$ cat src/hw/cpu_pkg.sv
package cpu_pkg;

	typedef logic [31:0] insn_t;
	typedef logic [4:0]  reg_addr_t;
	typedef logic [31:0] word_t;

	typedef enum logic [4:0] {
		op_rtype = 5'b00000,
		op_addi  = 5'b00101,
		op_sw    = 5'b00111,
		op_lw    = 5'b01000
	} opcode_t;

	typedef enum logic [4:0] {
		fn_add = 5'b00000,
		fn_sub = 5'b00001,
		fn_and = 5'b00010,
		fn_or  = 5'b00011
	} alu_fn_t;

	typedef struct packed {
		logic  valid;
		insn_t insn;
		word_t a;
		word_t b; // rs2, or rd for sw
		word_t imm;
	} dx_reg_t;

	typedef struct packed {
		logic  valid;
		insn_t insn;
		word_t result; // alu value or address
		word_t store_data;
	} xm_reg_t;

	typedef struct packed {
		logic  valid;
		insn_t insn;
		word_t data;
	} mw_reg_t;

	function automatic opcode_t op_of(insn_t i);
		return opcode_t'(i[31:27]);
	endfunction

	function automatic alu_fn_t fn_of(insn_t i);
		return alu_fn_t'(i[6:2]);
	endfunction

	function automatic reg_addr_t rd_of(insn_t i);
		return i[26:22];
	endfunction

	function automatic reg_addr_t rs1_of(insn_t i);
		return i[21:17];
	endfunction

	function automatic reg_addr_t rs2_of(insn_t i);
		return i[16:12];
	endfunction

	function automatic logic writes_rd(insn_t i);
		return op_of(i) inside {op_rtype, op_addi, op_lw};
	endfunction

	function automatic logic reads_rs1(insn_t i);
		return op_of(i) inside {op_rtype, op_addi, op_sw, op_lw};
	endfunction

	function automatic logic reads_rs2(insn_t i);
		return op_of(i) == op_rtype;
	endfunction

	function automatic logic reads_rd(insn_t i);
		return op_of(i) == op_sw; // store data comes from rd
	endfunction

endpackage
$ cat src/hw/regfile.sv
module regfile
	import cpu_pkg::*;
(
	input  logic      clock,
	input  logic      reset,
	input  reg_addr_t rd_addr_a,
	input  reg_addr_t rd_addr_b,
	output word_t     rd_data_a,
	output word_t     rd_data_b,
	input  logic      wr_en,
	input  reg_addr_t wr_addr,
	input  word_t     wr_data
);

	word_t regs [32];

	function automatic word_t read_port(reg_addr_t addr);
		if (addr == '0)
			return '0;
		if (wr_en && wr_addr == addr)
			return wr_data; // write-through, covers W->D
		return regs[addr];
	endfunction

	assign rd_data_a = read_port(rd_addr_a);
	assign rd_data_b = read_port(rd_addr_b);

	always_ff @(posedge clock) begin
		if (reset) begin
			for (int i = 0; i < 32; i++) begin
				regs[i] <= '0;
			end
		end else if (wr_en && wr_addr != '0) begin
			regs[wr_addr] <= wr_data;
		end
	end

endmodule

$ cat config.mk
export PLATFORM = sky130hd
export DESIGN_NAME = regfile
export DESIGN_NICKNAME = d
export VERILOG_FILES = /design/src/hw/cpu_pkg.sv /design/src/hw/regfile.sv
export SDC_FILE = /design/constraint.sdc
export NUM_CORES = 2
export LEC_CHECK = 0
export ABC_AREA = 1
export BUFFER_PORTS_ARGS = -buffer_cell sky130_fd_sc_hd__buf_2
export CAP_MARGIN = 20
export CELL_PAD_IN_SITES_DETAIL_PLACEMENT = 1
export CELL_PAD_IN_SITES_GLOBAL_PLACEMENT = 2
export CORE_UTILIZATION = 41
export DETAILED_ROUTE_END_ITERATION = 7
export MAX_ROUTING_LAYER = met4
export PLACE_DENSITY_LB_ADDON = 0.1
export SETUP_SLACK_MARGIN = 0.3
export SLEW_MARGIN = 20
export SYNTH_ARGS = -nofsm -noshare
export SYNTH_HDL_FRONTEND = slang
export SYNTH_SLANG_ARGS = --single-unit
$ cat constraint.sdc
create_clock -name clock -period 7.15 [get_ports clock]
set_clock_uncertainty 0.1 [all_clocks]
set_input_delay 0 -clock clock [delete_from_list [all_inputs] [get_ports clock]]
set_output_delay 0 -clock clock [all_outputs]
set_load 0.02 [all_outputs]
### Word-level counts from Yosys, hierarchy flattened

Memory sizes are Yosys's and may differ from the RTL's.
Cells that the tools add are included.

* eq/ne operators: 2
* multiplexer cells: 22
* reduce and logical (&&, ||, !) cells: 7

Operators by type and width (number)
* $mux 32: 9
* $reduce_or 32->1: 1
* $mux 1: 12
* $eq 5x5->1: 2
* $logic_not 5->1: 2
* $mux 5: 1
* $reduce_bool 5->1: 1
* $logic_and 1x1->1: 3

* bits in registers: 0
* memory bits (writable): 1024
* input port bits: 50
* output and inout port bits: 64
* word-level logic and storage cells: 32
* memories kept: 1

Memories
* regs: depth 32, width 32, rd ports 2, clocked after Yosys merged registers in 0, wr ports 32, line regfile.sv:15 `word_t regs [32];`

### Longest topological paths before layout

* depth in word-level cells: 7
* depth in mapped cells: 14
* mapped depth without buffers: 11

### Least setup slack after synthesis

Ideal clock, no wire load.

* kind: input to register
* start: in wr_addr[2]
* end: mem regs[11][0] (netlist bit), enable pin
* library setup time: 0.478 ns
* data arrival time: 1.749 ns
* data required time: 6.572 ns
* slack: 4.823 ns
* stages: 10
* buffers on the path: 2
* cell sequence: clkbuf_2 nor3_2 nand2_1 nand3_1 inv_2 nand3_1 inv_2 nand2_1 clkbuf_1 nand2_1

RTL lines
* start, declared: line regfile.sv:11 `input reg_addr_t wr_addr,`
* end, declared: line regfile.sv:15

### Worst setup path after layout

* start: in rd_addr_b[1]
* end: out rd_data_b[30]

* cells in the longest elaborated chain, start to end: 6
* elaborated cells on any way between the ends: 10
* classes of those cells: eq/ne (1); mux (6); reduce/logical (2); memory (1)

RTL lines
* start, declared: line regfile.sv:7 `input reg_addr_t rd_addr_b,`
* parallel branches: the longest is 5 deep, another holds $mem_v2 32x32
* $mux 32 *: line regfile.sv:20 `if (wr_en && wr_addr == addr)`
* end, declared: line regfile.sv:9 `output word_t rd_data_b,`

Every way passes the cells marked *. The select of a mux whose other input is x is not followed.

==> reports/qor.yml <==
cp-start-kind: "input port"
dieHeight_um: 378
h-tree-depth: 4
grt_antenna_before_repair: 5
grt_pass1_vias: 54300
drt_iter0_drc: 6280
synth_area_leaders: "edfxtp_1 53%, nand2_1 12%, nand3_1 9.3%, nor2_1 8.6%, inv_1 4.1%"
worstMarginPinSlew_ps: 1460
hpwlAfterDp_um: 147000
critPathMaxFanout: 52
synth.distinct_cells: 22
postCtsSetupRepairBufs: 0
grt_usage: 0.377
cts-root-buf: "clkbuf_16"
rows: 137
hp-class: "in2reg"
multiInputGateArea_um2: 22700
numCtsBuffers: 130
synth_warnings: 0
timing.final.crit_period_ps: 3750
grt_pass1_wl_um: 376000
ys.flop_type: "edfxtp_1"
netlist_area_um2: 58000
worst_ep_arrival_time_ps: 3650
largest_reg_flops: 1024
synth-edff-count: 1024
vias: 54800
ys_seq_area_frac: 0.530
die_width_um: 378
reg_top3: "regs x1024"
whs_endpoint: "regs[29][2]"
setup_viol: 0
rsz0062_at_grt: "false"
maxSlewViolCount: 0
io_buffers: 113
clk_pin_slew_ps: 60
yosys.area.top_type: "edfxtp_1"
totalWireLength_um: 264000
grt_overflow: 0
yosysTopAreaCellShare: 0.530
report.power.total_mw: 15.8
final_util: 0.460
fill_cells: 16900
p_per_area_nw_per_um2: 245
avgSynthCellArea_um2: 7.81
status: "finished, final reports clean"
synth_most_common_cell: "nand2_1"
syn_to_final_growth_pct: 11.0
fmax_ghz: 0.267
ys_top_cells_by_count: "1817 x nand2_1, 1328 x nor2_1, 1084 x nand3_1"
drive_above_1_share: 0.0770
vias_per_cell: 5.93
crit_required_ps: 7050
ios: 114
core-area_um2: 140000
p_leak_nw: 27.3
synth-seq-cells: 1024
synthesis.instances: 7437
routabilityCongestion: 0.863
cts_sinks: 1024
top_register: "regs"
async_flop_share: 0
hold_viol: 0
initial_core_util: 0.414
relSlewSlack: 0.0284
firstDrtPassIters: 5
ff_latch_area_um2: 30700
setup_tns_ps: 0
hp-start: "wr_addr[0]"
cts_tree: "built"
drv_cap: 0
dieArea_um2: 143000
route.antenna.remaining_nets: 0
min_delay_path_depth: 5
grt_max_degree: 178
cts_buffer_depth: 3
critPathCaptureType: "output port"
criticalPathCategory: "in2out"
drc: 0
ir_drop_mv: 0.216
nNetsFinal: 7304
period_share: 0.524
wire_per_inst_um: 28.6
[metal layers]
metal	global-route usage	vias to the layer above	wire length (um)
li1	-	24000	-
met1	0.479	27700	107000
met2	0.587	2508	121000
met3	0.0535	603	21300
met4	0.192	0	15200
met5	-	-	0
[power by group]
part	internal, mW	leakage [nW]	switching [mW]
Clock	3.75	1.97	2.69
Sequential	6.94	9.75	0.141
Combinational	0.541	15.5	1.74
Total	11.2	27.3	4.58
[layout make-up]
type	instances	area share
Sequential cell	1024	0.477
Multi-Input combinational cell	5165	0.352
Clock buffer	179	0.0570
Inverter	639	0.0378
Tap cell	1876	0.0364
Timing Repair Buffer	294	0.0340
Clock inverter	51	0.00556
Antenna cell	4	0.000155
[through the flow]
stage	instance area (um^2)	hold slack (ps)	instances	setup WS, ps
2_1_floorplan	58200	131	7468	4820
3_3_place_gp	60000	331	8963	3500
3_5_place_dp	60000	331	8963	3540
4_1_cts	64400	69.9	9225	3550
5_1_grt	64400	125	9231	3410
6_report	64400	106	9232	3400
[layout by cell type (no fill, tap or decap), types with 34 or more instances in the layout]
| cell type | n |
|---|---|
| buf_2 | 105 |
| or2_2 | 55 |
| edfxtp_1 | 1024 |
| nor2_1 | 1324 |
| clkbuf_1 | 38 |
| o211ai_1 | 186 |
| nand3_1 | 1082 |
| dlygate4sd3_1 | 34 |
| clkbuf_16 | 141 |
| buf_4 | 139 |
| nand2_1 | 1755 |
| inv_1 | 618 |
| nand2_2 | 55 |
| o21ai_0 | 377 |
| a21oi_1 | 266 |
[worst max-delay path: stages]
cell	delay, ps
buf_8	280
buf_4	690
buf_4	690
o21ai_0	180
o21ai_0	510
a21oi_1	150
nand2_1	100
nand2_1	110
a21oi_1	490
buf_2	280
[how the worst max path moves through the flow]
stage                      start            end  depth (start not counted)
floorplan             wr_addr[2]    regs[11][0]                         10
global placement    rd_addr_b[1]  rd_data_b[30]                         10
detailed placement  rd_addr_b[1]  rd_data_b[30]                         10
CTS                 rd_addr_b[1]  rd_data_b[30]                         10
global route        rd_addr_b[1]  rd_data_b[30]                         10
finish              rd_addr_b[1]  rd_data_b[30]                         10
[cells by family after synthesis]
kind of cell,after synthesis,share of synthesized area
buffers and inverters,1279,0.0858
AOI/OAI and AO/OA,836,0.0802
DFF,1024,0.530
other,1,0.0000646
xor gates and xnor gates,2,0.000302
and+or+nand+nor,4295,0.304
[what timing repair did]
action                                 in CTS  in global routing
hold buffers                               32                  2
resized for setup                           0                  0
endpoints found under the hold margin     752                 42
Note: power is estimated with default switching activity, not from simulation.
