===== src/hw/cpu_pkg.sv =====
package cpu_pkg;

	typedef logic [31:0] insn_t;
	typedef logic [4:0]  reg_addr_t;
	typedef logic [31:0] word_t;

	typedef enum logic [4:0] {
		op_rtype = 5'b00000,
		op_addi  = 5'b00101,
		op_sw    = 5'b00111,
		op_lw    = 5'b01000
	} opcode_t;

	typedef enum logic [4:0] {
		fn_add = 5'b00000,
		fn_sub = 5'b00001,
		fn_and = 5'b00010,
		fn_or  = 5'b00011
	} alu_fn_t;

	typedef struct packed {
		logic  valid;
		insn_t insn;
		word_t a;
		word_t b; // rs2, or rd for sw
		word_t imm;
	} dx_reg_t;

	typedef struct packed {
		logic  valid;
		insn_t insn;
		word_t result; // alu value or address
		word_t store_data;
	} xm_reg_t;

	typedef struct packed {
		logic  valid;
		insn_t insn;
		word_t data;
	} mw_reg_t;

	function automatic opcode_t op_of(insn_t i);
		return opcode_t'(i[31:27]);
	endfunction

	function automatic alu_fn_t fn_of(insn_t i);
		return alu_fn_t'(i[6:2]);
	endfunction

	function automatic reg_addr_t rd_of(insn_t i);
		return i[26:22];
	endfunction

	function automatic reg_addr_t rs1_of(insn_t i);
		return i[21:17];
	endfunction

	function automatic reg_addr_t rs2_of(insn_t i);
		return i[16:12];
	endfunction

	function automatic logic writes_rd(insn_t i);
		return op_of(i) inside {op_rtype, op_addi, op_lw};
	endfunction

	function automatic logic reads_rs1(insn_t i);
		return op_of(i) inside {op_rtype, op_addi, op_sw, op_lw};
	endfunction

	function automatic logic reads_rs2(insn_t i);
		return op_of(i) == op_rtype;
	endfunction

	function automatic logic reads_rd(insn_t i);
		return op_of(i) == op_sw; // store data comes from rd
	endfunction

endpackage

===== src/hw/bypass.sv =====
module bypass
	import cpu_pkg::*;
(
	input  dx_reg_t dx,
	input  xm_reg_t xm,
	input  mw_reg_t mw,
	output logic    mx_a,
	output logic    mx_b,
	output logic    wx_a,
	output logic    wx_b,
	output logic    wm
);

	reg_addr_t dx_rs1;
	reg_addr_t dx_b_src;
	reg_addr_t xm_rd;
	reg_addr_t mw_rd;
	logic      dx_uses_a;
	logic      dx_uses_b;
	logic      xm_fwd;
	logic      mw_fwd;
	logic      xm_load;
	logic      load_use;

	assign dx_rs1    = rs1_of(dx.insn);
	assign dx_b_src  = reads_rd(dx.insn) ? rd_of(dx.insn) : rs2_of(dx.insn);
	assign dx_uses_a = dx.valid && reads_rs1(dx.insn);
	assign dx_uses_b = dx.valid && (reads_rs2(dx.insn) || reads_rd(dx.insn));

	assign xm_rd   = rd_of(xm.insn);
	assign mw_rd   = rd_of(mw.insn);
	assign xm_load = xm.valid && op_of(xm.insn) == op_lw && xm_rd != '0;

	assign xm_fwd = xm.valid && writes_rd(xm.insn) && op_of(xm.insn) != op_lw
		&& xm_rd != '0; // load data not there yet
	assign mw_fwd = mw.valid && writes_rd(mw.insn) && mw_rd != '0;

	assign mx_a = dx_uses_a && xm_fwd && dx_rs1 == xm_rd;
	assign mx_b = dx_uses_b && xm_fwd && dx_b_src == xm_rd;
	assign wx_a = dx_uses_a && mw_fwd && dx_rs1 == mw_rd;
	assign wx_b = dx_uses_b && mw_fwd && dx_b_src == mw_rd;
	assign wm   = xm.valid && reads_rd(xm.insn) && mw_fwd && xm_rd == mw_rd;

	// a load-use pair here means decode let one through
	assign load_use = xm_load && dx.valid
		&& ((reads_rs1(dx.insn) && dx_rs1 == xm_rd)
		|| (reads_rs2(dx.insn) && rs2_of(dx.insn) == xm_rd));

	always_comb begin
		no_load_use: assert (!load_use)
			else $error("load result needed before it exists");
	end

endmodule


===== config.mk =====
export PLATFORM = sky130hd
export DESIGN_NAME = bypass
export DESIGN_NICKNAME = d
export VERILOG_FILES = /design/src/hw/cpu_pkg.sv /design/src/hw/bypass.sv
export SDC_FILE = /design/constraint.sdc
export NUM_CORES = 1
export LEC_CHECK = 0
export BUFFER_PORTS_ARGS = -buffer_cell sky130_fd_sc_hd__buf_2
export CORE_AREA = 2 2 115 117
export DETAILED_ROUTE_END_ITERATION = 8
export DIE_AREA = 0 0 117 119
export SYNTH_ARGS = -nofsm -noshare
export SYNTH_HDL_FRONTEND = slang
export SYNTH_SLANG_ARGS = --single-unit

===== constraint.sdc =====
create_clock -name vclk -period 2.7
set_input_delay 0.135 -clock vclk [all_inputs]
set_output_delay 0.135 -clock vclk [all_outputs]
set_load 0.005 [all_outputs]

# [After elaboration in Yosys (flattened, before gate mapping)]
# Index checks and enable logic that the tools add are counted.
# W data, S select, Z words.
[word_totals] elab_cells=42 ff_bits=0
[op_classes] n_mux=1 eq_ne=14 n_reduce_logical=27
[op_table] operator="$eq A5 B3 Y1 const B" count=5
[op_table] operator="$eq A5 B5 Y1" count=5
[op_table] operator="$logic_and A1 B1 Y1" count=18
[op_table] operator="$eq A5 B4 Y1 const B" count=3
[op_table] operator="$logic_not A5 Y1" count=3
[op_table] operator="$reduce_bool A5 Y1" count=2
[op_table] operator="$reduce_bool A3 Y1" count=2
[op_table] operator="$mux W5" count=1
[op_table] operator="$ne A5 B4 Y1 const B" count=1
[op_table] operator="$reduce_bool A4 Y1" count=1
[op_table] operator="$logic_or A1 B1 Y1" count=1

# [Logic depth before layout (Yosys ltp)]
[logic_depth] ltp_word=7 mapped_depth=6 depth_no_buf=5

# [Least setup slack after synthesis]
# Ideal clock, no wire load.
[synth_timing] path_type="input -> output" start="input port dx[123] (netlist bit)" end="output port mx_b" n_path_buf=0 t_arrival_ps=1402 setup_slack_ps=1163 path_stages=5 required_time_ps=2565 path_cell_list="or3_1 > a2111o_1 > nor2_1 > o221ai_1 > nor4b_2"
[synth_via] elab_chain_cells=5 elab_cells_between_ends=8 cone_classes="2 x eq/ne; 1 x mux; 5 x reduce/logical"
[synth_lines] item="start: declaration" line_no="bypass.sv:4" text="input dx_reg_t dx,"
[synth_lines] item="branches (longest 4 deep; another with $eq A5 B3 Y1)"
[synth_lines] item="$logic_and A1 B1 Y1 (*)" line_no="bypass.sv:39" text="assign mx_b = dx_uses_b && xm_fwd && dx_b_src == xm_rd;"
[synth_lines] item="end: declaration" line_no="bypass.sv:8" text="output logic mx_b,"
# Every way passes the cells marked *.

# [Worst setup path after layout]
[layout_timing] start="input port dx[125] (netlist bit)" end="output port wx_b"
[layout_via] elab_chain_cells=5 elab_cells_between_ends=8 cone_classes="2 x eq/ne; 1 x mux; 5 x reduce/logical"
[layout_lines] item="branches (longest 4 deep; another with $eq A5 B3 Y1)"
[layout_lines] item="$logic_and A1 B1 Y1 (*)" line_no="bypass.sv:41" text="assign wx_b = dx_uses_b && mw_fwd && dx_b_src == mw_rd;"
[layout_lines] item="end: declaration" line_no="bypass.sv:10" text="output logic wx_b,"
# Marks and branches as above.

==> impl_metrics.json <==
{
  "hpwlAfterDp_mm": 2.87,
  "worstSetupPathType": "in2out",
  "yosys.area.top_type": "xnor2_1",
  "period_share": 0.781,
  "cp_num_buf_inv": 2,
  "hold_class": "in2out",
  "p_seq_frac": 0,
  "die-area_sq_um": 13900,
  "antenna_cells": 0,
  "slew-limit-headroom": 0.623,
  "drive_above_1_share": 0.406,
  "finalInstanceArea_sq_um": 1040,
  "cp-start-kind": "input port",
  "gp_congestion": 0.793,
  "num_vias": 795,
  "slew_viol_final": 0,
  "drt_wl_total_mm": 3.03,
  "die_x_um": 117,
  "grt_usage": 0.0435,
  "nFillCells": 1515,
  "route.detailed.wl_per_inst_um": 9.98,
  "critical_path.slowest_cell": "nor3_1",
  "fp-row-count": 42,
  "power_switching_w": 0.0000610,
  "io_pins": 296,
  "hold_viol_final": 0,
  "dpl_cell_area_sq_um": 1040,
  "met2_usage": 0.0683,
  "synth_most_common_cell": "xnor2_1",
  "synth_top_area_frac": 0.231,
  "cpMostUsedCell": "buf_2",
  "worstHoldPathCells": 4,
  "fin_cells": 304,
  "syn-num-nets": 375,
  "postCtsSetupBuffers": 0,
  "synth.cell_area_sq_um": 606,
  "antenna_left": 0,
  "netlist_top_cells_count": "xnor2_1, xor2_1, inv_1, nand3_1, nor3_1",
  "end_kind": "output pin",
  "synthCells": 84,
  "final-seq-area_sq_um": 0,
  "grt_setup_unrepaired": "false",
  "holdBufCountCts": 0,
  "cellPowerDensity_nw_per_um2": 113,
  "worstPathCellList": "buf_2 -> nand3_1 -> nor3_1 -> o221ai_1 -> a221o_1 -> a2111oi_2 -> buf_2",
  "nFlopsAndLatches": 0,
  "cp.required_ns": 2.57,
  "pwr-share-clk": 0,
  "tns_ns": 0,
  "status": "finished, final reports clean",
  "max_stage_delay_ns": 0.45,
  "drtIter0Drc": 14,
  "overflow": 0,
  "critPathTopFamily": "compound AO/OA/AOI/OAI gates",
  "synth_seq_area_share": 0,
  "switching_share": 0.517,
  "io_buffers": 48,
  "area_growth_pct": 72.3,
  "finalSetupViolCount": 0,
  "p_leak_nw": 0.367,
  "start_util": 0.0470,
  "drcViolationCount": 0,
  "crit_fanout": 4,
  "max_freq_mhz": 474,
  "yosys-top-cells-area": "xnor2_1, xor2_1, nand3_1",
  "num-clock-buffers": 0,
  "path_depth": 7,
  "pwr-share-comb": 1.000,
  "coreArea_sq_um": 12900,
  "dr.pass1.iters": 4,
  "p_int_w": 0.0000570,
  "die_h_um": 119,
  "yosysUniqueCellTypes": 30,
  "grtUsageMet3": 0.00763,
  "grt_pass1_wl_mm": 4.57,
  "vdd_drop_max_mv": 0.0598,
  "use_met1": 0.0658,
  "antenna_found_initial": 0,
  "grt_max_degree": 8,
  "fin_util": 0.0810,
  "grt_pass1_vias": 803,
  "multiInputGateArea_sq_um": 561,
  "placed_cells": 304,
  "maxCapViolations": 0,
  "vias_per_cell": 2.62,
  "synth_warnings": 0,
  "cts_resized": 0,
  "nets": 421,
  "post-route-min-period_ns": 2.11,
  "grt.busiest_layer": "met2",
  "syn_area_per_cell_sq_um": 7.21,
  "tightest_slew_ns": 0.561,
  "crit_arrival_ns": 1.97
}
-- cells in the final DEF, fill, tap and decap left out, types with 3 or more instances in the layout --
| master | synthesis | routed |
|---|---|---|
| buf_2 | 0 | 48 |
| inv_1 | 6 | 6 |
| nand3_1 | 6 | 6 |
| nor2_1 | 4 | 4 |
| nor3_1 | 6 | 6 |
| o21ai_0 | 4 | 4 |
| o22ai_1 | 3 | 3 |
| or3_1 | 3 | 3 |
| xnor2_1 | 16 | 16 |
| xor2_1 | 8 | 8 |
-- power by group through the flow --
stage	registers, W	clock network [W]	logic (W)
CTS	0	0	0.000119
global placement	0	0	0.000119
finish	0	0	0.000118
detailed placement	0	0	0.000119
floorplan	0	0	0.0000583
global route	0	0	0.000132
-- metal layers --
layer / part of all wire / up-vias / wire length [um]
li1: - / 398 / -
met3: 0.087 / 0 / 264
met4: 0 / 0 / 0
met1: 0.51 / 360 / 1540
met2: 0.41 / 37 / 1230
met5: 0 / - / 0
-- tightest hold or removal path, cell delays in order --
cell and delay, ns:
buf_2 0.11, nand4_1 0.06, nor4_1 0.04, buf_2 0.13
-- logic make-up after synthesis --
| logic type | synth area share |
|---|---|
| compound gates | 0.188 |
| mux | 0.0950 |
| xor+xnor | 0.347 |
| simple gates | 0.295 |
| buf+inv | 0.0744 |
-- layout make-up --
class | count | area share
multi-input combinational | 74 | 0.537
inverter | 6 | 0.0216
timing repair buffer | 48 | 0.230
tap | 176 | 0.211
-- per-stage QoR --
step / power (W) / hold slack, ns / setup WS, ns
after CTS: 0.000119 / 0.634 / 0.611
final: 0.000118 / 0.622 / 0.590
after global routing: 0.000132 / 0.653 / 0.495
after floorplan: 0.0000583 / 0.314 / 1.16
after global placement: 0.000119 / 0.628 / 0.583
after detailed placement: 0.000119 / 0.634 / 0.625
-- worst paths after layout --
| kind | from | endpoint | slack [ns] |
|---|---|---|---|
| max | dx[125] | wx_b | 0.59 |
| min | xm[96] | wm | 0.62 |
No activity file was read; power rests on OpenSTA's default activity.
