**config.mk**
```make
export PLATFORM = sky130hd
export DESIGN_NAME = execute_stage
export DESIGN_NICKNAME = d
export VERILOG_FILES = /design/src/hw/cpu_pkg.sv /design/src/hw/execute_stage.sv
export SDC_FILE = /design/constraint.sdc
export NUM_CORES = 1
export LEC_CHECK = 0
export BUFFER_PORTS_ARGS = -buffer_cell sky130_fd_sc_hd__buf_4
export CORE_AREA = 2 2 135 137
export CTS_CLUSTER_SIZE = 25
export DETAILED_ROUTE_END_ITERATION = 7
export DIE_AREA = 0 0 137 139
export PLACE_DENSITY = 0.8
export SLEW_MARGIN = 25
export SYNTH_ARGS = -nofsm -noshare
export SYNTH_HDL_FRONTEND = slang
export SYNTH_SLANG_ARGS = --single-unit
export TNS_END_PERCENT = 1
```
**constraint.sdc**
```tcl
create_clock -name clock -period 5.6 [get_ports clock]
set_clock_uncertainty 0.05 [all_clocks]
set_input_delay 1.12 -clock clock [delete_from_list [all_inputs] [get_ports clock]]
set_output_delay 1.12 -clock clock [all_outputs]
set_load 0.03 [all_outputs]
```
**src/hw/cpu_pkg.sv**
```systemverilog
package cpu_pkg;

	typedef logic [31:0] insn_t;
	typedef logic [4:0]  reg_addr_t;
	typedef logic [31:0] word_t;

	typedef enum logic [4:0] {
		op_rtype = 5'b00000,
		op_addi  = 5'b00101,
		op_sw    = 5'b00111,
		op_lw    = 5'b01000
	} opcode_t;

	typedef enum logic [4:0] {
		fn_add = 5'b00000,
		fn_sub = 5'b00001,
		fn_and = 5'b00010,
		fn_or  = 5'b00011
	} alu_fn_t;

	typedef struct packed {
		logic  valid;
		insn_t insn;
		word_t a;
		word_t b; // rs2, or rd for sw
		word_t imm;
	} dx_reg_t;

	typedef struct packed {
		logic  valid;
		insn_t insn;
		word_t result; // alu value or address
		word_t store_data;
	} xm_reg_t;

	typedef struct packed {
		logic  valid;
		insn_t insn;
		word_t data;
	} mw_reg_t;

	function automatic opcode_t op_of(insn_t i);
		return opcode_t'(i[31:27]);
	endfunction

	function automatic alu_fn_t fn_of(insn_t i);
		return alu_fn_t'(i[6:2]);
	endfunction

	function automatic reg_addr_t rd_of(insn_t i);
		return i[26:22];
	endfunction

	function automatic reg_addr_t rs1_of(insn_t i);
		return i[21:17];
	endfunction

	function automatic reg_addr_t rs2_of(insn_t i);
		return i[16:12];
	endfunction

	function automatic logic writes_rd(insn_t i);
		return op_of(i) inside {op_rtype, op_addi, op_lw};
	endfunction

	function automatic logic reads_rs1(insn_t i);
		return op_of(i) inside {op_rtype, op_addi, op_sw, op_lw};
	endfunction

	function automatic logic reads_rs2(insn_t i);
		return op_of(i) == op_rtype;
	endfunction

	function automatic logic reads_rd(insn_t i);
		return op_of(i) == op_sw; // store data comes from rd
	endfunction

endpackage
```
**src/hw/execute_stage.sv**
```systemverilog
module execute_stage
	import cpu_pkg::*;
(
	input  logic    clock,
	input  logic    reset,
	input  dx_reg_t dx,
	input  word_t   xm_result,
	input  word_t   mw_data,
	input  logic    mx_a,
	input  logic    mx_b,
	input  logic    wx_a,
	input  logic    wx_b,
	output xm_reg_t xm
);

	word_t op_a;
	word_t op_b;
	word_t alu_out;
	word_t result;

	// youngest producer wins
	assign op_a = mx_a ? xm_result : (wx_a ? mw_data : dx.a);
	assign op_b = mx_b ? xm_result : (wx_b ? mw_data : dx.b);

	always_comb begin
		unique case (fn_of(dx.insn))
			fn_add:  alu_out = op_a + op_b;
			fn_sub:  alu_out = op_a - op_b;
			fn_and:  alu_out = op_a & op_b;
			fn_or:   alu_out = op_a | op_b;
			default: alu_out = op_a + op_b;
		endcase
	end

	// addi, lw and sw all use rs1 + imm
	assign result = (op_of(dx.insn) == op_rtype) ? alu_out : op_a + dx.imm;

	always_ff @(posedge clock) begin
		if (reset) begin
			xm <= '0;
		end else begin
			xm.valid      <= dx.valid;
			xm.insn       <= dx.insn;
			xm.result     <= result;
			xm.store_data <= op_b; // rd value for sw
		end
	end

endmodule

```
## After elaboration in Yosys (flattened, before gate mapping)

Cells that the tools add are included.

| operators by class | value |
|---|---|
| add/subtract/negate cells | 3 |
| multipliers | 0 |
| div/mod/pow operators | 0 |
| $lt $le $gt $ge | 0 |
| equality and inequality tests | 3 |
| shift operators | 0 |
| muxes and demuxes | 6 |
| bitwise logic cells | 2 |
| reductions and logical operators | 1 |

Operators by type and width:

| cell | count |
|---|---|
| 32-bit two-way mux | 5 |
| 32-bit one-hot mux with 3 select lines | 1 |
| 32-bit adder | 2 |
| 32-bit AND | 1 |
| 32-bit OR | 1 |
| 32-bit subtractor | 1 |
| 5-bit by 2-bit equality test with 1-bit output (second input constant) | 2 |
| 5-bit by 1-bit equality test with 1-bit output (second input constant) | 1 |
| 5-bit zero test | 1 |

| word-level totals | value |
|---|---|
| flip-flop bits (word level) | 97 |
| latch bits | 0 |
| memory bits (writable) | 0 |
| memory bits (read-only) | 0 |
| input bits | 199 |
| logic and storage cells | 19 |
| memories kept | 0 |

## Logic depth before layout (Yosys ltp)

| logic depth | value |
|---|---|
| depth after elaboration | 5 |
| mapped depth | 22 |

## Worst setup path before layout

OpenSTA, ideal clock, no wires.

| path | value |
|---|---|
| path type | input-to-reg |
| start point | input wx_b |
| end point | register xm[56] in the netlist's numbering |
| library setup time | 0.067 ns |
| arrival | 4.992 ns |
| path slack | 0.491 ns |
| stages on the path | 19 |
| buffers on the path | 2 |
| cell sequence | buf_6 buf_6 mux2_1 mux2i_1 ha_1 nand2_1 nor3_4 a21oi_1 xnor2_1 ha_1 nand3_1 nor4_2 a21oi_1 o32ai_2 o21ai_1 a211o_1 or4_1 a31o_1 a21oi_2 |

| on the way | value |
|---|---|
| word-level cells in the longest chain between the ends | 5 |
| elaborated cells on any way between the ends | 8 |
| classes of those cells | 2 x add/sub; 4 x mux; 2 x bitwise |

RTL lines:

| item | RTL line | text |
|---|---|---|
| from (decl) | execute_stage.sv:12 | `input logic wx_b,` |
| 32-bit two-way mux * (2 in series) | execute_stage.sv:23 | `assign op_b = mx_b ? xm_result : (wx_b ? mw_data : dx.b);` |
| 32-bit adder, or another cell as far along | execute_stage.sv:27, execute_stage.sv:31 |  |
| 32-bit one-hot mux with 3 select lines * | execute_stage.sv:26 | `unique case (fn_of(dx.insn))` |
| 32-bit two-way mux * | execute_stage.sv:36 | `assign result = (op_of(dx.insn) == op_rtype) ? alu_out : op_a + dx.imm;` |
| to (decl) | execute_stage.sv:13 | `output xm_reg_t xm` |

Every way passes the cells marked *; elsewhere a longest branch is shown, timed or not.
A chain may end at the register's enable or synchronous reset.

## Final worst setup path

| path | value |
|---|---|
| start point | input wx_b |
| end point | register xm[60] in the netlist's numbering |

The elaborated chain is that of the path after synthesis.

==> flow_metrics.tcl <==
set metrics [dict create \
    status "finished clean" \
    cts_inserted_buffers 9 \
    max-vdd-ir-drop_uv 177 \
    synthXorXnorAreaFrac_pct 7.64 \
    hold_depth 2 \
    regMostFlops "xm" \
    globalRouteOverflowTotal 0 \
    fin_util_pct 66.6 \
    synth.distinct_cells 75 \
    rsz0062_at_grt "false" \
    num_vias 9688 \
    antenna_found_initial 0 \
    cts.clk_slew.worst_paths_ns 0.08 \
    grt_use_total_pct 32.6 \
    grt_pass1_wl_um 48300 \
    antenna_left 0 \
    grt_pass1_vias 9136 \
    cts_max_path_buffers 2 \
    synth_top_family_by_area "compound AO/OA/AOI/OAI gates" \
    cp.required_ns 5.76 \
    first_iter_violations 816 \
    cts_setup_buffers 0 \
    worstHoldStart "dx[96]" \
    clock-root-buffer "clkbuf_16" \
    die_w_um 137 \
    io_buffers 295 \
    final_nets 1692 \
    yosys.area_share.simple_pct 18.6 \
    antenna_cells 0 \
    cp_top_family "compound AO/OA/AOI/OAI gates" \
    critPathLaunchType "input pin" \
    p_leak_nw 5.53 \
    maxCapViolCount 0 \
    hold_viol 0 \
    endpoint_kind "register" \
    largest_reg_flops 97 \
    cp_max_fo 20 \
    syn-num-nets 1406 \
    worst-setup-path-type "input pin to register" \
    synth-edff-count 0 \
    start_util_pct 50.6 \
    coreArea_um2 17700 \
    holdPathEnd "xm[64]" \
    syn_to_final_growth_pct 31.5 \
    max_stage_delay_ns 0.43 \
    finalWorstSetupSlack_ns 0.324 \
    postRouteWirelength_um 31800 \
    syn_inst 1140 \
    io_pins 296 \
    die_height_um 139 \
    async_flop_share_pct 0 \
    worstMarginPinSlew_ns 1.02 \
    worst_ep_arrival_time_ns 5.44 \
    power.total_mw 2.84 \
    dieArea_um2 19000 \
    drive_gt1_share_pct 27.0 \
    firstDrtPassIters 6 \
    setup_viol 0 \
    slowest_stage "o41ai_4" \
    post_drt_wl_per_cell_um 19.2 \
    yosys_warnings 0 \
    dp_slack_ns 0.0593 \
    finalCriticalPeriod_ns 5.28 \
    drc 0 \
    yosys_register_bits 97 \
    p_per_area_nw_per_um2 242 \
    max_slew_margin_pct 32.0 \
    cts.sinks 97 \
    gp_congestion 0.949 \
    fp-row-count 49 \
    cts_hold_buf 0 \
    grt_max_degree 94 \
    path_cells "buf_4 > buf_4 > mux2_1 > mux2i_2 > nand4_2 > or2_1 > o41ai_4 > xnor2_1 > ha_1 > inv_1 > o21bai_1 > a21oi_1 > o21ai_0 > a21o_1 > a21oi_1 > o21ai_1 > xor2_1 > o2bb2ai_1" \
    synth_fa_ha_area_share_pct 12.6 \
    postSynthAreaPerCell_um2 7.84 \
    dp_hpwl_um 25500 \
    post-route-period-util_pct 94.2 \
    h-tree-depth 3 \
    setup.worst_path.start "wx_b" \
    synthMuxAreaShare_pct 11.0 \
    synth_compound_area_share_pct 23.7 \
    synthFlopType "dfxtp_1" \
    crit_buf_inv 3 \
    reg.largest.list "xm x97" \
    yosysSeqAreaShare_pct 21.7 \
    viasPerCell 5.84 \
    cts_resized 0 \
    synth_area_um2 8940 \
    cts_tree "built" \
    slew_violations 0 \
    min_path_type "input pin to register" \
    fmax_mhz 190 \
]
[final cells by class]
cell class / instances / area (um^2)
Multi-Input combinational cell: 943 / 6580
Fill cell: 1593 / 5900
Timing Repair Buffer: 336 / 2520
Sequential cell: 97 / 1940
Tap cell: 229 / 287
Clock buffer: 10 / 229
Inverter: 39 / 146
Clock inverter: 6 / 52.6
[report_power, final]
part	switching [mW]	internal, mW	total [mW]
logic	0.836	0.606	1.44
clock network	0.314	0.309	0.622
registers	0.0216	0.759	0.781
total	1.17	1.67	2.84
[synthesized netlist by cell type, drive strengths merged (3+ instances only)]
library cell  instances  area share, %
clkbuf               47            2.0
dfxtp                97             22
a21oi               110            6.3
buf                  14            1.1
o21bai                8           0.67
a21o                 26            2.2
nand3                19            1.1
nor3                 19            1.3
ha                   65            9.1
a311oi                5           0.49
o41ai                 4           0.69
a31oi                10           0.70
o221ai                3           0.29
mux2i                67            8.3
o32ai                 3           0.38
maj3                 27            3.0
xnor2                48            4.7
nor2                102            4.3
nor4                  3           0.28
nor3b                 3           0.25
a221oi                7           0.69
or3                   5           0.35
o31ai                 7           0.59
xor2                 30            2.9
o31a                  3           0.29
o211ai                4           0.34
o21ai                99            5.6
nor2b                40            2.8
nand2               107            4.6
inv                  38            1.6
nand4                15            1.3
a211oi               22            1.8
nand2b                6           0.42
and4                  3           0.29
o21a                 21            1.8
mux2                 20            2.7
and3                  9           0.64
[cells by family after synthesis]
| logic type | after synthesis |
|---|---|
| flops | 97 |
| simple gates | 343 |
| mux | 87 |
| buf+inv | 100 |
| compound gates | 341 |
| fa+ha+maj | 94 |
| xor+xnor | 78 |
[how the worst max path moves through the flow]
stage	cells past startpoint	to	slack, ns
finish	18	xm[60]	0.32
global route	20	xm[60]	0.07
CTS	18	xm[60]	0.43
detailed placement	18	xm[60]	0.06
global placement	18	xm[60]	-0.01
floorplan	19	xm[56]	0.49
[cells in the final DEF (no fill, tap or decap), types with 4 or more instances in the layout]
cell,Yosys,routed
nor3_1,17,17
nand4_1,13,13
xnor2_1,48,48
o211ai_1,4,4
a21oi_1,108,108
a31oi_1,10,10
or3_1,5,5
clkbuf_16,0,9
o21bai_1,8,8
nor2b_1,40,40
mux2_4,4,4
a311oi_1,5,5
o21a_1,21,21
buf_4,1,336
o21ai_1,24,24
mux2i_1,60,60
inv_1,38,38
a221oi_1,7,7
nor2_1,102,102
maj3_1,27,27
o31ai_1,7,7
mux2_1,10,10
mux2i_4,5,5
mux2_2,6,6
nand2b_1,6,6
o21ai_0,74,74
and3_1,8,8
a21o_1,26,26
ha_1,65,65
a211oi_1,22,22
dfxtp_1,97,97
clkinvlp_4,0,4
xor2_1,30,30
nand3_1,19,19
nand2_1,105,104
[layer usage]
layer	wire, um	global-route usage, %	vias to the layer above
li1	-	-	4672
met5	0	0	-
met1	13800	45.4	4400
met2	14000	51.4	568
met4	657	8.95	0
met3	3360	5.81	48
[through the flow]
step / instances / setup TNS, ns / area (um^2) / hold slack, ns
3_3_place_gp: 1644 / -0.0132 / 11500 / 1.28
6_report: 1660 / 0 / 11800 / 0.916
2_1_floorplan: 1140 / 0 / 8940 / 1.20
3_5_place_dp: 1644 / 0 / 11500 / 1.29
4_1_cts: 1660 / 0 / 11800 / 0.913
5_1_grt: 1660 / 0 / 11800 / 0.918
Note: power is estimated with default switching activity, not from simulation.
