[config.mk]
export PLATFORM = sky130hd
export DESIGN_NAME = decode_stage
export DESIGN_NICKNAME = d
export VERILOG_FILES = /design/src/hw/cpu_pkg.sv /design/src/hw/decode_stage.sv
export SDC_FILE = /design/constraint.sdc
export NUM_CORES = 1
export LEC_CHECK = 0
export ABC_AREA = 1
export BUFFER_PORTS_ARGS = -buffer_cell sky130_fd_sc_hd__buf_2
export CORE_MARGIN = 4
export CORE_UTILIZATION = 40
export CTS_CLUSTER_DIAMETER = 150
export CTS_CLUSTER_SIZE = 28
export DETAILED_ROUTE_END_ITERATION = 16
export PLACE_DENSITY = 0.79
export SETUP_SLACK_MARGIN = 0.05
export SLEW_MARGIN = 20
export SYNTH_ARGS = -nofsm -noshare
export SYNTH_HDL_FRONTEND = slang
export SYNTH_SLANG_ARGS = --single-unit
[constraint.sdc]
create_clock -name clock -period 1.3 [get_ports clock]
set_clock_uncertainty 0.1 [all_clocks]
set_input_delay 0.26 -clock clock [delete_from_list [all_inputs] [get_ports clock]]
set_output_delay 0.26 -clock clock [all_outputs]
set_load 0.01 [all_outputs]
[src/hw/cpu_pkg.sv]
package cpu_pkg;

	typedef logic [31:0] insn_t;
	typedef logic [4:0]  reg_addr_t;
	typedef logic [31:0] word_t;

	typedef enum logic [4:0] {
		op_rtype = 5'b00000,
		op_addi  = 5'b00101,
		op_sw    = 5'b00111,
		op_lw    = 5'b01000
	} opcode_t;

	typedef enum logic [4:0] {
		fn_add = 5'b00000,
		fn_sub = 5'b00001,
		fn_and = 5'b00010,
		fn_or  = 5'b00011
	} alu_fn_t;

	typedef struct packed {
		logic  valid;
		insn_t insn;
		word_t a;
		word_t b; // rs2, or rd for sw
		word_t imm;
	} dx_reg_t;

	typedef struct packed {
		logic  valid;
		insn_t insn;
		word_t result; // alu value or address
		word_t store_data;
	} xm_reg_t;

	typedef struct packed {
		logic  valid;
		insn_t insn;
		word_t data;
	} mw_reg_t;

	function automatic opcode_t op_of(insn_t i);
		return opcode_t'(i[31:27]);
	endfunction

	function automatic alu_fn_t fn_of(insn_t i);
		return alu_fn_t'(i[6:2]);
	endfunction

	function automatic reg_addr_t rd_of(insn_t i);
		return i[26:22];
	endfunction

	function automatic reg_addr_t rs1_of(insn_t i);
		return i[21:17];
	endfunction

	function automatic reg_addr_t rs2_of(insn_t i);
		return i[16:12];
	endfunction

	function automatic logic writes_rd(insn_t i);
		return op_of(i) inside {op_rtype, op_addi, op_lw};
	endfunction

	function automatic logic reads_rs1(insn_t i);
		return op_of(i) inside {op_rtype, op_addi, op_sw, op_lw};
	endfunction

	function automatic logic reads_rs2(insn_t i);
		return op_of(i) == op_rtype;
	endfunction

	function automatic logic reads_rd(insn_t i);
		return op_of(i) == op_sw; // store data comes from rd
	endfunction

endpackage
[src/hw/decode_stage.sv]
module decode_stage
	import cpu_pkg::*;
(
	input  logic      clock,
	input  logic      reset,
	input  logic      insn_valid,
	input  insn_t     insn,
	output logic      insn_ready,
	output reg_addr_t rd_addr_a,
	output reg_addr_t rd_addr_b,
	input  word_t     rd_data_a,
	input  word_t     rd_data_b,
	output dx_reg_t   dx
);

	reg_addr_t load_rd;
	logic      load_in_dx;
	logic      use_rs1;
	logic      use_rs2;
	logic      stall;
	word_t     imm;

	assign load_rd    = rd_of(dx.insn);
	assign load_in_dx = dx.valid && op_of(dx.insn) == op_lw && load_rd != '0;

	// sw reading rd is left out, W->M covers it
	assign use_rs1 = reads_rs1(insn) && rs1_of(insn) == load_rd;
	assign use_rs2 = reads_rs2(insn) && rs2_of(insn) == load_rd;
	assign stall   = load_in_dx && (use_rs1 || use_rs2);

	assign insn_ready = !stall;

	assign rd_addr_a = rs1_of(insn);
	assign rd_addr_b = reads_rd(insn) ? rd_of(insn) : rs2_of(insn);
	assign imm       = {{15{insn[16]}}, insn[16:0]};

	always_ff @(posedge clock) begin
		if (reset) begin
			dx <= '0;
		end else begin
			dx.valid <= insn_valid && !stall; // bubble while stalled
			dx.insn  <= insn;
			dx.a     <= rd_data_a;
			dx.b     <= rd_data_b;
			dx.imm   <= imm;
		end
	end

	// source must hold the offer until it is taken
	held_offer: assert property (@(posedge clock) disable iff (reset)
		insn_valid && !insn_ready |=> insn_valid && $stable(insn))
		else $error("insn changed while stalled");

endmodule

# Yosys cells after proc, flatten, opt, wreduce, memory -nomap -nowiden
# Cells that the tools add are included.
# word_totals
register_bits	114
latch_bits	0
ramBits	0
romBits	0
input_bits	99
out_inout_bits	140
wordCells	23
mem_count	0
# op_classes
n_addsub	0
mul	0
n_div	0
n_lt_le_gt_ge	0
n_eq_ne	6
shift	0
mux	1
n_bitwise	0
n_reduce_logical	11
# ops
cell	count
equality test 5 x 3 -> 1 bit (second input constant)	2
equality test 5 x 4 -> 1 bit (second input constant)	2
equality test 5 bit	2
logical AND 1 bit	6
logical NOT 5 bit	1
2-to-1 mux 5 bit	1
nonzero test 5 bit	1
nonzero test 4 bit	1
logical NOT 1 bit	1
logical OR 1 bit	1

# Longest topological paths before layout
# Gate-level depths: netlist of the first run.
# logic_depth
word_depth	7
depth_mapped	7
ltp_nobuf	7

# Least setup slack after synthesis of the first run
# OpenSTA, ideal clock, no wires.
# synth_timing
kind	in2out
startpoint	input port insn[27]
endpoint	output port rd_addr_b[0]
t_arrival_ns	0.900
required_time_ns	0.940
path_slack_ns	0.040
cell_stages	4
n_path_buf	0
path_cell_list	inv_2 > nor4_4 > nand2_1 > o21ai_0
# synth_via
elab_chain_cells	2
# synth_lines
item	line_no	source
start, declared	decode_stage.sv:7	input insn_t insn,
equality test 5 x 3 -> 1 bit	cpu_pkg.sv:75	return op_of(i) == op_sw;
2-to-1 mux 5 bit	decode_stage.sv:34	assign rd_addr_b = reads_rd(insn) ? rd_of(insn) : rs2_of(insn);
end, declared	decode_stage.sv:10	output reg_addr_t rd_addr_b,
# Every way passes these cells.

# Worst setup path in the final report of the first run
# layout_timing
startpoint	register dx[121] (netlist name)
endpoint	output port insn_ready
# layout_via
elab_chain_cells	5
word_cells_on_any_way	9
cone_classes	eq/ne (2); reduce/logical (7)
# layout_lines
item	line_no	source
start, declared	decode_stage.sv:13	output dx_reg_t dx
equality test 5 bit (on tied branches)	decode_stage.sv:27, decode_stage.sv:28	
logical AND 1 bit (on tied branches)	decode_stage.sv:27, decode_stage.sv:28	
logical OR 1 bit	decode_stage.sv:29	assign stall = load_in_dx && (use_rs1 || use_rs2);
logical AND 1 bit (*)	decode_stage.sv:29	
logical NOT 1 bit (*)	decode_stage.sv:31	assign insn_ready = !stall;
end, declared	decode_stage.sv:8	output logic insn_ready,
# Every way passes the cells marked *; elsewhere a longest branch is shown, timed or not.

==> flow_summary.ini, run 1 <==
[run_status]
status = complete, but fails checks
violations = setup timing

[cells_and_area]
final_cell_mix = 210 x buf_2, 107 x nor2_1, 96 x inv_1
layout_commonest_cell = buf_2
drive_gt1_share_pct = 45.4
largest_reg_flops = 97
syn_to_final_growth_pct = 65.7
reg_top3 = dx x97
regMostFlops = dx
antenna_cells = 0
postLayoutCoreUtil_pct = 69.3
stdcell_area_um2 = 5470
fin_nets = 783

[worst_setup_path]
required_ns = 0.94
cp-start-kind = flop
critPathCaptureType = output pin
path_max_fanout = 4
critical_path.slowest_cell = dfxtp_4
worstPathBufferInverterCount = 2
path_cells = inv_4 > nand2_1 > nand2_1 > nor2_1 > nand3_1 > nand2_2 > nand2_2 > buf_6
cpLargestDelayFamily = simple AND/OR/NAND/NOR gates
critical_path_class = flop to output pin
cp.arrival_ns = 1.35
cpPeakStageDelay_ns = 0.39

[floorplanning]
start_util_pct = 41.8
fp-row-count = 32
core_um2 = 7890
fp.dieW_um = 98.8
io_pins = 239
die_h_um = 98.8
dieArea_um2 = 9770

[timing]
finalWorstSetupSlack_ns = -0.412
max_slew_margin_pct = 81.9
drv_slew = 0
fin_crit_sh_pct = 132
rsz0062_at_grt = true
worstMarginPinSlew_ns = 0.269
setup-violations-final = 24
min_period_ns = 1.71
finalHoldViolCount = 0
fmax_ghz = 0.584

[synthesis]
synth_nets = 509
yosysSeqAreaShare_pct = 58.9
synthCells = 410
ys_warn_count = 0
synth_cell_type_count = 14
avgSynthCellArea_um2 = 8.05
ys_seq_elements = 97
syn_area_um2 = 3300

[placement]
dp_slack_ns = -0.216
hpwlAfterDp_mm = 6.91
port_buffers = 238
finalWeightedCongestion = 0.779
post_dp_cell_area_um2 = 4470

[clocking]
clkSinkCount = 97
insertion_delay_ns = 0.35
clockBufferDepth = 2
htreeDepth = 3
cts_tree = done
cts.clk_slew.worst_paths_ns = 0.10
ctsRootBufferMaster = clkbuf_8
cts_buffers = 9

[detailed_routing]
remaining_drc_errors = 0
ant_nets = 0
drtPass1Iterations = 5
drtIter0Drc = 48
via_per_inst = 4.17
dr_total_vias = 3302
avgRoutedWirePerCell_um = 13.0
wl_mm = 10.3

[grt]
grt.overflow.total = 0
grt_pass1_vias = 3415
grt_max_degree = 56
grt_antenna_before_repair = 0
grt_pass1_wl_mm = 15.7
track_usage_pct = 19.9

[power]
leakage_nw = 3.22
power.density_nw_per_um2 = 1110
peakVddDrop_uv = 831

[run]
cap_violations = 0

[min_path]
min_path_type = input pin to flop
==> cell type report <==
type / count / area, µm²
multi-input combinational: 161 / 677
sequential: 97 / 1970
clock inverter: 5 / 50.0
inverter: 104 / 398
clock buffer: 11 / 141
fill: 605 / 2420
tap: 102 / 128
timing repair buffer: 311 / 2110
==> Yosys cell counts <==
library cell / number / area [µm²]
a21oi_1: 2 / 10.0
buf_2: 5 / 25.0
buf_4: 37 / 278
clkbuf_1: 6 / 22.5
dfxtp_1: 97 / 1940
inv_1: 103 / 387
inv_2: 1 / 3.75
nand2_1: 39 / 146
nand3_1: 4 / 20.0
nor2_1: 108 / 405
nor3_1: 1 / 5.00
nor4_4: 1 / 21.3
o21ai_0: 5 / 25.0
xnor2_1: 1 / 8.76
==> worst paths after layout <==
| check | start | end | slack (ns) | cells past startpoint |
|---|---|---|---|---|
| worst min register to register | dx[126]$_SDFF_PP0_ | dx[128]$_SDFF_PP0_ | 0.61 | 5 |
| worst max register to register | dx[121]$_SDFF_PP0_ | dx[128]$_SDFF_PP0_ | -0.31 | 12 |
| worst max-delay path | dx[121]$_SDFF_PP0_ | insn_ready | -0.41 | 8 |
| worst min-delay path | rd_data_b[7] | dx[39]$_SDFF_PP0_ | 0.01 | 3 |
==> worst reg2reg max path, cell delays in order (launching register included) <==
cell and delay, ns:
dfxtp_4 0.37, inv_4 0.06, nand2_1 0.06, nand2_1 0.06, nor2_1 0.04, nand3_1 0.09, nand2_2 0.07, buf_4 0.14
buf_6 0.10, buf_4 0.12, buf_4 0.12, buf_4 0.12, a21oi_2 0.11
==> metrics by stage <==
step           TNS, ns  power (mW)  instances  hold slack (ns)
6_report         -2.51        6.06        791           0.0113
5_1_grt          -3.74        6.33        791          0.00593
4_1_cts          -2.77        6.08        790        0.0000504
3_5_place_dp     -1.20        4.08        722            0.367
3_3_place_gp     -1.13        4.05        722            0.358
2_1_floorplan        0        3.67        410            0.267
==> where the power goes <==
| part | internal [mW] | leakage [nW] | switching, mW |
|---|---|---|---|
| sequential | 3.13 | 0.813 | 0.0595 |
| clock | 0.780 | 0.0929 | 1.06 |
| combinational | 0.548 | 2.31 | 0.493 |
==> cells by family (layout without fill, tap and decap cells) <==
group / after synthesis / count (layout) / share of synthesized area [%]
buffers and inverters: 152 / 431 / 21.7
xor gates and xnor gates: 1 / 1 / 0.266
DFF: 97 / 97 / 58.9
AOI/OAI and AO/OA: 7 / 7 / 1.06
and+or+nand+nor: 153 / 153 / 18.1
==> metal layers <==
metal	up-vias	track usage, %	part of all wire (%)
met5	-	0	0
met4	0	8.09	2.4
met3	21	6.86	9.9
met2	172	39.0	54
met1	1461	18.5	33
li1	1648	-	-
==> timing repair <==
action                                  CTS  global route
pin swaps                                 4             8
buffers inserted                          9             4
gates cloned                              1             1
endpoints found under the setup margin   29            34
gates resized for setup                  58            26
hold endpoints to repair                 42             2
hold buffers                             42             2
Note: power is estimated with default switching activity, not from simulation.
==> run 2, diff against run 1 <==
--- a/config.mk
+++ b/config.mk
@@ -18,3 +18,4 @@
 export SYNTH_ARGS = -nofsm -noshare
 export SYNTH_HDL_FRONTEND = slang
 export SYNTH_SLANG_ARGS = --single-unit
+export TNS_END_PERCENT = 30
==> run 2 against run 1 <==
Net effect:
- the run still ends with setup timing left
- wire length down 6.2%
- power up 0.18%
- setup slack better by 0.022 ns
- flip-flop and latch count unchanged
- sequential share of layout area up 2.0 points
- count of clock-buffer cells in the layout down 1
- combinational power down 9%
- maximum frequency up 1.3%
- sequential power about the same
- clock power up 6%
- register-to-register slack better by 0.41 ns
- highest routed layer unchanged
==> flow_summary.ini, run 2 (synthesis gave the netlist of run 1 again) <==
[timing]
fin_crit_sh_pct = 130
finalHoldViolCount = 0
hold-worst-slack_ns = 0.0161
rsz0062_at_grt = true
tns_ns = -1.55
min_period_ns = 1.69
drv_slew = 0
worstMarginPinSlew_ns = 0.233
fmax_ghz = 0.592
max_slew_margin_pct = 84.4
finalWorstSetupSlack_ns = -0.390
setup-violations-final = 23

[clocking]
htreeDepth = 3
clockBufferDepth = 2
insertion_delay_ns = 0.34
cts.clk_slew.worst_paths_ns = 0.09
clkSinkCount = 97
ctsRootBufferMaster = clkbuf_8
cts_tree = done
cts_buffers = 9

[worst_setup_path]
reg2regPathDepth = 5
reg2reg_slack_ns = 0.10
critical_path_class = flop to output pin
cp-start-kind = flop
r2r_end = dx[128]$_SDFF_PP0_
critPathCaptureType = output pin
path_max_fanout = 5
timing.rr.start = dx[119]$_SDFF_PP0_
cp.arrival_ns = 1.33
required_ns = 0.94

[min_path]
min_path_type = input pin to flop
worstHoldEndpoint = dx[9]$_SDFF_PP0_
min_path_cells = 3
min_from = insn[9]

[placement]
port_buffers = 238
hpwlAfterDp_mm = 6.88
finalWeightedCongestion = 0.824
dp_slack_ns = -0.231

[cells_and_area]
final_cell_mix = 226 x buf_2, 105 x nor2_1, 97 x inv_1
regMostFlops = dx
layout_commonest_cell = buf_2
fillers = 636
syn_to_final_growth_pct = 56.1
reg_top3 = dx x97
fin_nets = 764
largest_reg_flops = 97
antenna_cells = 0
drive_gt1_share_pct = 44.5

[detailed_routing]
ant_nets = 0
remaining_drc_errors = 0
avgRoutedWirePerCell_um = 12.5
via_per_inst = 4.20
drtIter0Drc = 47
wl_mm = 9.64
dr_total_vias = 3236
drtPass1Iterations = 6

[power]
peakVddDrop_uv = 808
p_total_mw = 6.08
power.density_nw_per_um2 = 1180
leakage_nw = 3.10

[run_status]
violations = setup timing
status = complete, but fails checks

[grt]
grt.overflow.total = 0
grt_antenna_before_repair = 0
grt_pass1_vias = 3275
grt_max_degree = 53
track_usage_pct = 18.8
grt_pass1_wl_mm = 14.9

[floorplanning]
start_util_pct = 41.8
core_um2 = 7890
fp.dieW_um = 98.8
die_h_um = 98.8
dieArea_um2 = 9770
io_pins = 239
fp-row-count = 32

[run]
cap_violations = 0
-- run 2: changes by cell type in the layout (fill, tap and decap cells not counted), moves of 3 or more --
cell           change
nand2_1            +5
buf_2             +16
buf_6             -19
dfxtp_1            +4
dlygate4sd3_1     -12
nand2_2            -6
inv_4              -3
-- run 2: how the worst max path moves through the flow --
stage / slack [ns] / to / cells past startpoint / startpoint
CTS: -0.42 / insn_ready / 8 / dx[118]$_SDFF_PP0_
floorplan: 0.04 / rd_addr_b[0] / 4 / insn[27]
detailed placement: -0.23 / rd_addr_b[3] / 8 / insn[30]
global route: -0.52 / insn_ready / 8 / dx[120]$_SDFF_PP0_
finish: -0.39 / insn_ready / 5 / dx[119]$_SDFF_PP0_
global placement: -0.16 / rd_addr_b[2] / 8 / insn[30]
-- run 2: worst max-delay path, stage by stage, from the launching register on --
cell	delay, ns
dfxtp_4	0.37
buf_4	0.13
nor3_2	0.22
nor2_2	0.07
nand2_1	0.08
buf_6	0.11
-- run 2: final cells by class --
type                       instances  area, µm²  area share, %
clock buffer                      10        138           2.67
clock inverter                     5       62.6           1.21
inverter                         104        390           7.58
multi-input combinational        161        678           13.2
sequential                        97       1960           38.0
tap                              102        128           2.48
timing repair buffer             292       1800           34.9
-- run 2: per-layer routing --
metal | track usage [%] | wire length (µm) | vias to the layer above
met1 | 17.8 | 3330 | 1436
li1 | - | - | 1612
met3 | 8.07 | 1080 | 21
met4 | 6.93 | 235 | 0
met5 | 0 | 0 | -
met2 | 35.6 | 5000 | 167
-- run 2: through the flow --
step                cell area, µm²  instances  util, %
CTS                           5050        770     64.0
global route                  5150        771     65.3
detailed placement            4470        722     56.6
global placement              4470        722     56.6
floorplan                     3300        410        -
finish                        5150        771     65.3
-- run 2: power by group --
part / switching, mW / total (mW) / internal, mW
logic: 0.474 / 0.949 / 0.475
registers: 0.0545 / 3.18 / 3.13
clock network: 0.999 / 1.95 / 0.946
-- run 2: repair_timing --
item	CTS	global route
hold buffers	28	4
buffers inserted	5	1
pin swaps	4	7
hold endpoints to repair	28	4
resized for setup	28	18
setup endpoints to repair	28	28
==> run 3, diff against run 2 <==
--- a/config.mk
+++ b/config.mk
@@ -7,12 +7,14 @@
 export LEC_CHECK = 0
 export ABC_AREA = 1
 export BUFFER_PORTS_ARGS = -buffer_cell sky130_fd_sc_hd__buf_2
+export CAP_MARGIN = 10
 export CORE_MARGIN = 4
-export CORE_UTILIZATION = 40
+export CORE_UTILIZATION = 35
 export CTS_CLUSTER_DIAMETER = 150
 export CTS_CLUSTER_SIZE = 28
 export DETAILED_ROUTE_END_ITERATION = 16
-export PLACE_DENSITY = 0.79
+export PLACE_DENSITY = 0.71
+export RECOVER_POWER = 100
 export SETUP_SLACK_MARGIN = 0.05
 export SLEW_MARGIN = 20
 export SYNTH_ARGS = -nofsm -noshare
==> run 3 against run 2 <==
Net effect:
- the flow still finishes with violations (setup timing)
- register-to-register slack hardly changed
- first-iteration DRC count increased by 110%
- power fell by 2.1%
- design area grew 3.8%
- global-route usage fell by 0.79 points
- sequential power hardly changed
- largest power group unchanged
- maximum frequency fell by 2.2%
- worst hold slack improved by 0.0024 ns
- count of clock-buffer cells in the layout fell by 1
- via count grew 5.3%
- wire length grew 9.6%
==> flow_summary.ini, run 3 (synthesis gave the netlist of run 1 again) <==
[worst_setup_path]
reg2regPathDepth = 8
critical_path_class = flop to output pin
reg2reg_slack_ns = 0.11
cp.arrival_ns = 1.37
timing.rr.start = dx[121]$_SDFF_PP0_
required_ns = 0.94
path_max_fanout = 3
critPathCaptureType = output pin
cp-start-kind = flop
r2r_end = dx[128]$_SDFF_PP0_

[power]
p_int_mw = 4.34
comb_power_share_pct = 16.8
peakVddDrop_uv = 668
leakage_nw = 2.85
p_switching_mw = 1.61
p_sw_share_pct = 27.0
power.density_nw_per_um2 = 1110
p_total_mw = 5.95
clockPowerShare_pct = 29.5
p_seq_share_pct = 53.7

[min_path]
min_path_type = input pin to flop
min_path_cells = 3
worstHoldEndpoint = dx[72]$_SDFF_PP0_
min_from = rd_data_a[8]

[detailed_routing]
wl_met2_mm = 5.64
via_per_inst = 4.18
wl_met1_mm = 3.75
drtIter0Drc = 101
avgRoutedWirePerCell_um = 13.0
routed.top_layer = met4
wl_mm = 10.6
remaining_drc_errors = 0
dr_total_vias = 3408
met3_length_um = 771
drtPass1Iterations = 7
ant_nets = 0

[cells_and_area]
final_cell_mix = 111 x buf_2, 108 x clkbuf_1, 107 x nor2_1
largest_reg_flops = 97
fillers = 866
layout_commonest_cell = buf_2
regMostFlops = dx
drive_gt1_share_pct = 28.3
postLayoutCoreUtil_pct = 58.1
fin_nets = 798
stdcell_area_um2 = 5350
reg_top3 = dx x97
syn_to_final_growth_pct = 62.1

[placement]
port_buffers = 238
post_dp_cell_area_um2 = 4490
hpwlAfterDp_mm = 6.97
finalWeightedCongestion = 0.825

[clocking]
clkSinkCount = 97
clockBufferDepth = 2
ctsRootBufferMaster = clkbuf_8
cts_tree = done
insertion_delay_ns = 0.34
cts.clk_slew.worst_paths_ns = 0.09
cts_buffers = 9
htreeDepth = 3

[timing]
fmax_ghz = 0.579
setup-violations-final = 21
rsz0062_at_grt = true
max_slew_margin_pct = 36.1
worstMarginPinSlew_ns = 0.959
min_period_ns = 1.73
drv_slew = 0
finalHoldViolCount = 0
finalWorstSetupSlack_ns = -0.427
fin_crit_sh_pct = 133

[run_status]
status = complete, but fails checks
violations = setup timing

[run]
cap_violations = 0

[grt]
track_usage_pct = 18.0
grt_antenna_before_repair = 0
grt_pass1_wl_mm = 16.0
grt.overflow.total = 0
grt_pass1_vias = 3458
grt_max_degree = 51

[floorplanning]
die_h_um = 105
dieArea_um2 = 11000
io_pins = 239
core_um2 = 9200
fp.dieW_um = 105
fp-row-count = 35
start_util_pct = 35.9
==> run 3: cell types whose count changed in the layout (fill, tap and decap cells not counted), moves of 2 or more <==
cell / previous run / this run
inv_4: 0 / 2
clkbuf_2: 0 / 4
buf_12: 3 / 0
dlygate4sd3_1: 32 / 59
buf_4: 18 / 20
buf_6: 12 / 22
buf_2: 226 / 111
clkbuf_1: 0 / 108
nand2_2: 2 / 9
nand2_1: 36 / 29
inv_2: 7 / 4
nor2_2: 3 / 1
nor2_1: 105 / 107
==> run 3: worst max-delay path by stage <==
stage / from / to / slack [ns] / cells after the start
final: dx[121]$_SDFF_PP0_ / insn_ready / -0.43 / 8
after CTS: dx[118]$_SDFF_PP0_ / insn_ready / -0.44 / 8
after global placement: insn[30] / rd_addr_b[3] / -0.20 / 8
after floorplan: insn[27] / rd_addr_b[0] / 0.04 / 4
after global routing: dx[127]$_SDFF_PP0_ / insn_ready / -0.60 / 7
after detailed placement: insn[30] / rd_addr_b[3] / -0.24 / 8
==> run 3: critical path, cell delays in order, from the launching register on <==
cell and delay (ns):
dfxtp_2 0.34, buf_6 0.12, nand2_2 0.06, nand2_1 0.05, nor2_1 0.10, nand3_1 0.09, nand2_1 0.09, nand2_1 0.05
buf_2 0.14
==> run 3: layout make-up <==
type	instances	area (µm²)	area share (%)
Timing Repair Buffer	326	2000	37.4
Sequential cell	97	1950	36.5
Multi-Input combinational cell	161	679	12.7
Inverter	104	395	7.39
Tap cell	111	139	2.60
Clock buffer	9	124	2.32
Clock inverter	6	53.8	1.01
Antenna cell	1	2.50	0.0468
==> run 3: per-layer routing <==
layer | track usage, % | vias up
met5 | 0 | -
met4 | 10.7 | 0
met3 | 4.63 | 38
met2 | 33.7 | 178
met1 | 17.7 | 1515
li1 | - | 1677
==> run 3: what timing repair did <==
action	in CTS	in global routing
buffers inserted	3	4
gates resized for setup	25	46
hold buffers	57	2
endpoints found under the setup margin	28	35
endpoints found under the hold margin	57	2
gates cloned	0	1
pin swaps	8	7
==> run 3: power groups by stage <==
stage                     sequential, mW  clock, mW  combinational, mW
final                               3.19       1.75              0.999
after CTS                           3.18       1.83              0.983
after detailed placement            3.25          0              0.826
after global placement              3.25          0              0.812
after global routing                3.21       1.95               1.09
after floorplan                     3.34          0              0.330
==> run 3: per-stage QoR <==
step | cells | setup TNS [ns] | hold slack, ns | setup WS, ns
global placement | 732 | -1.03 | 0.359 | -0.198
CTS | 807 | -2.00 | 0.000377 | -0.437
global route | 814 | -3.60 | 0.00541 | -0.602
floorplan | 410 | 0 | 0.267 | 0.0403
finish | 815 | -1.97 | 0.0185 | -0.427
detailed placement | 732 | -1.25 | 0.366 | -0.241
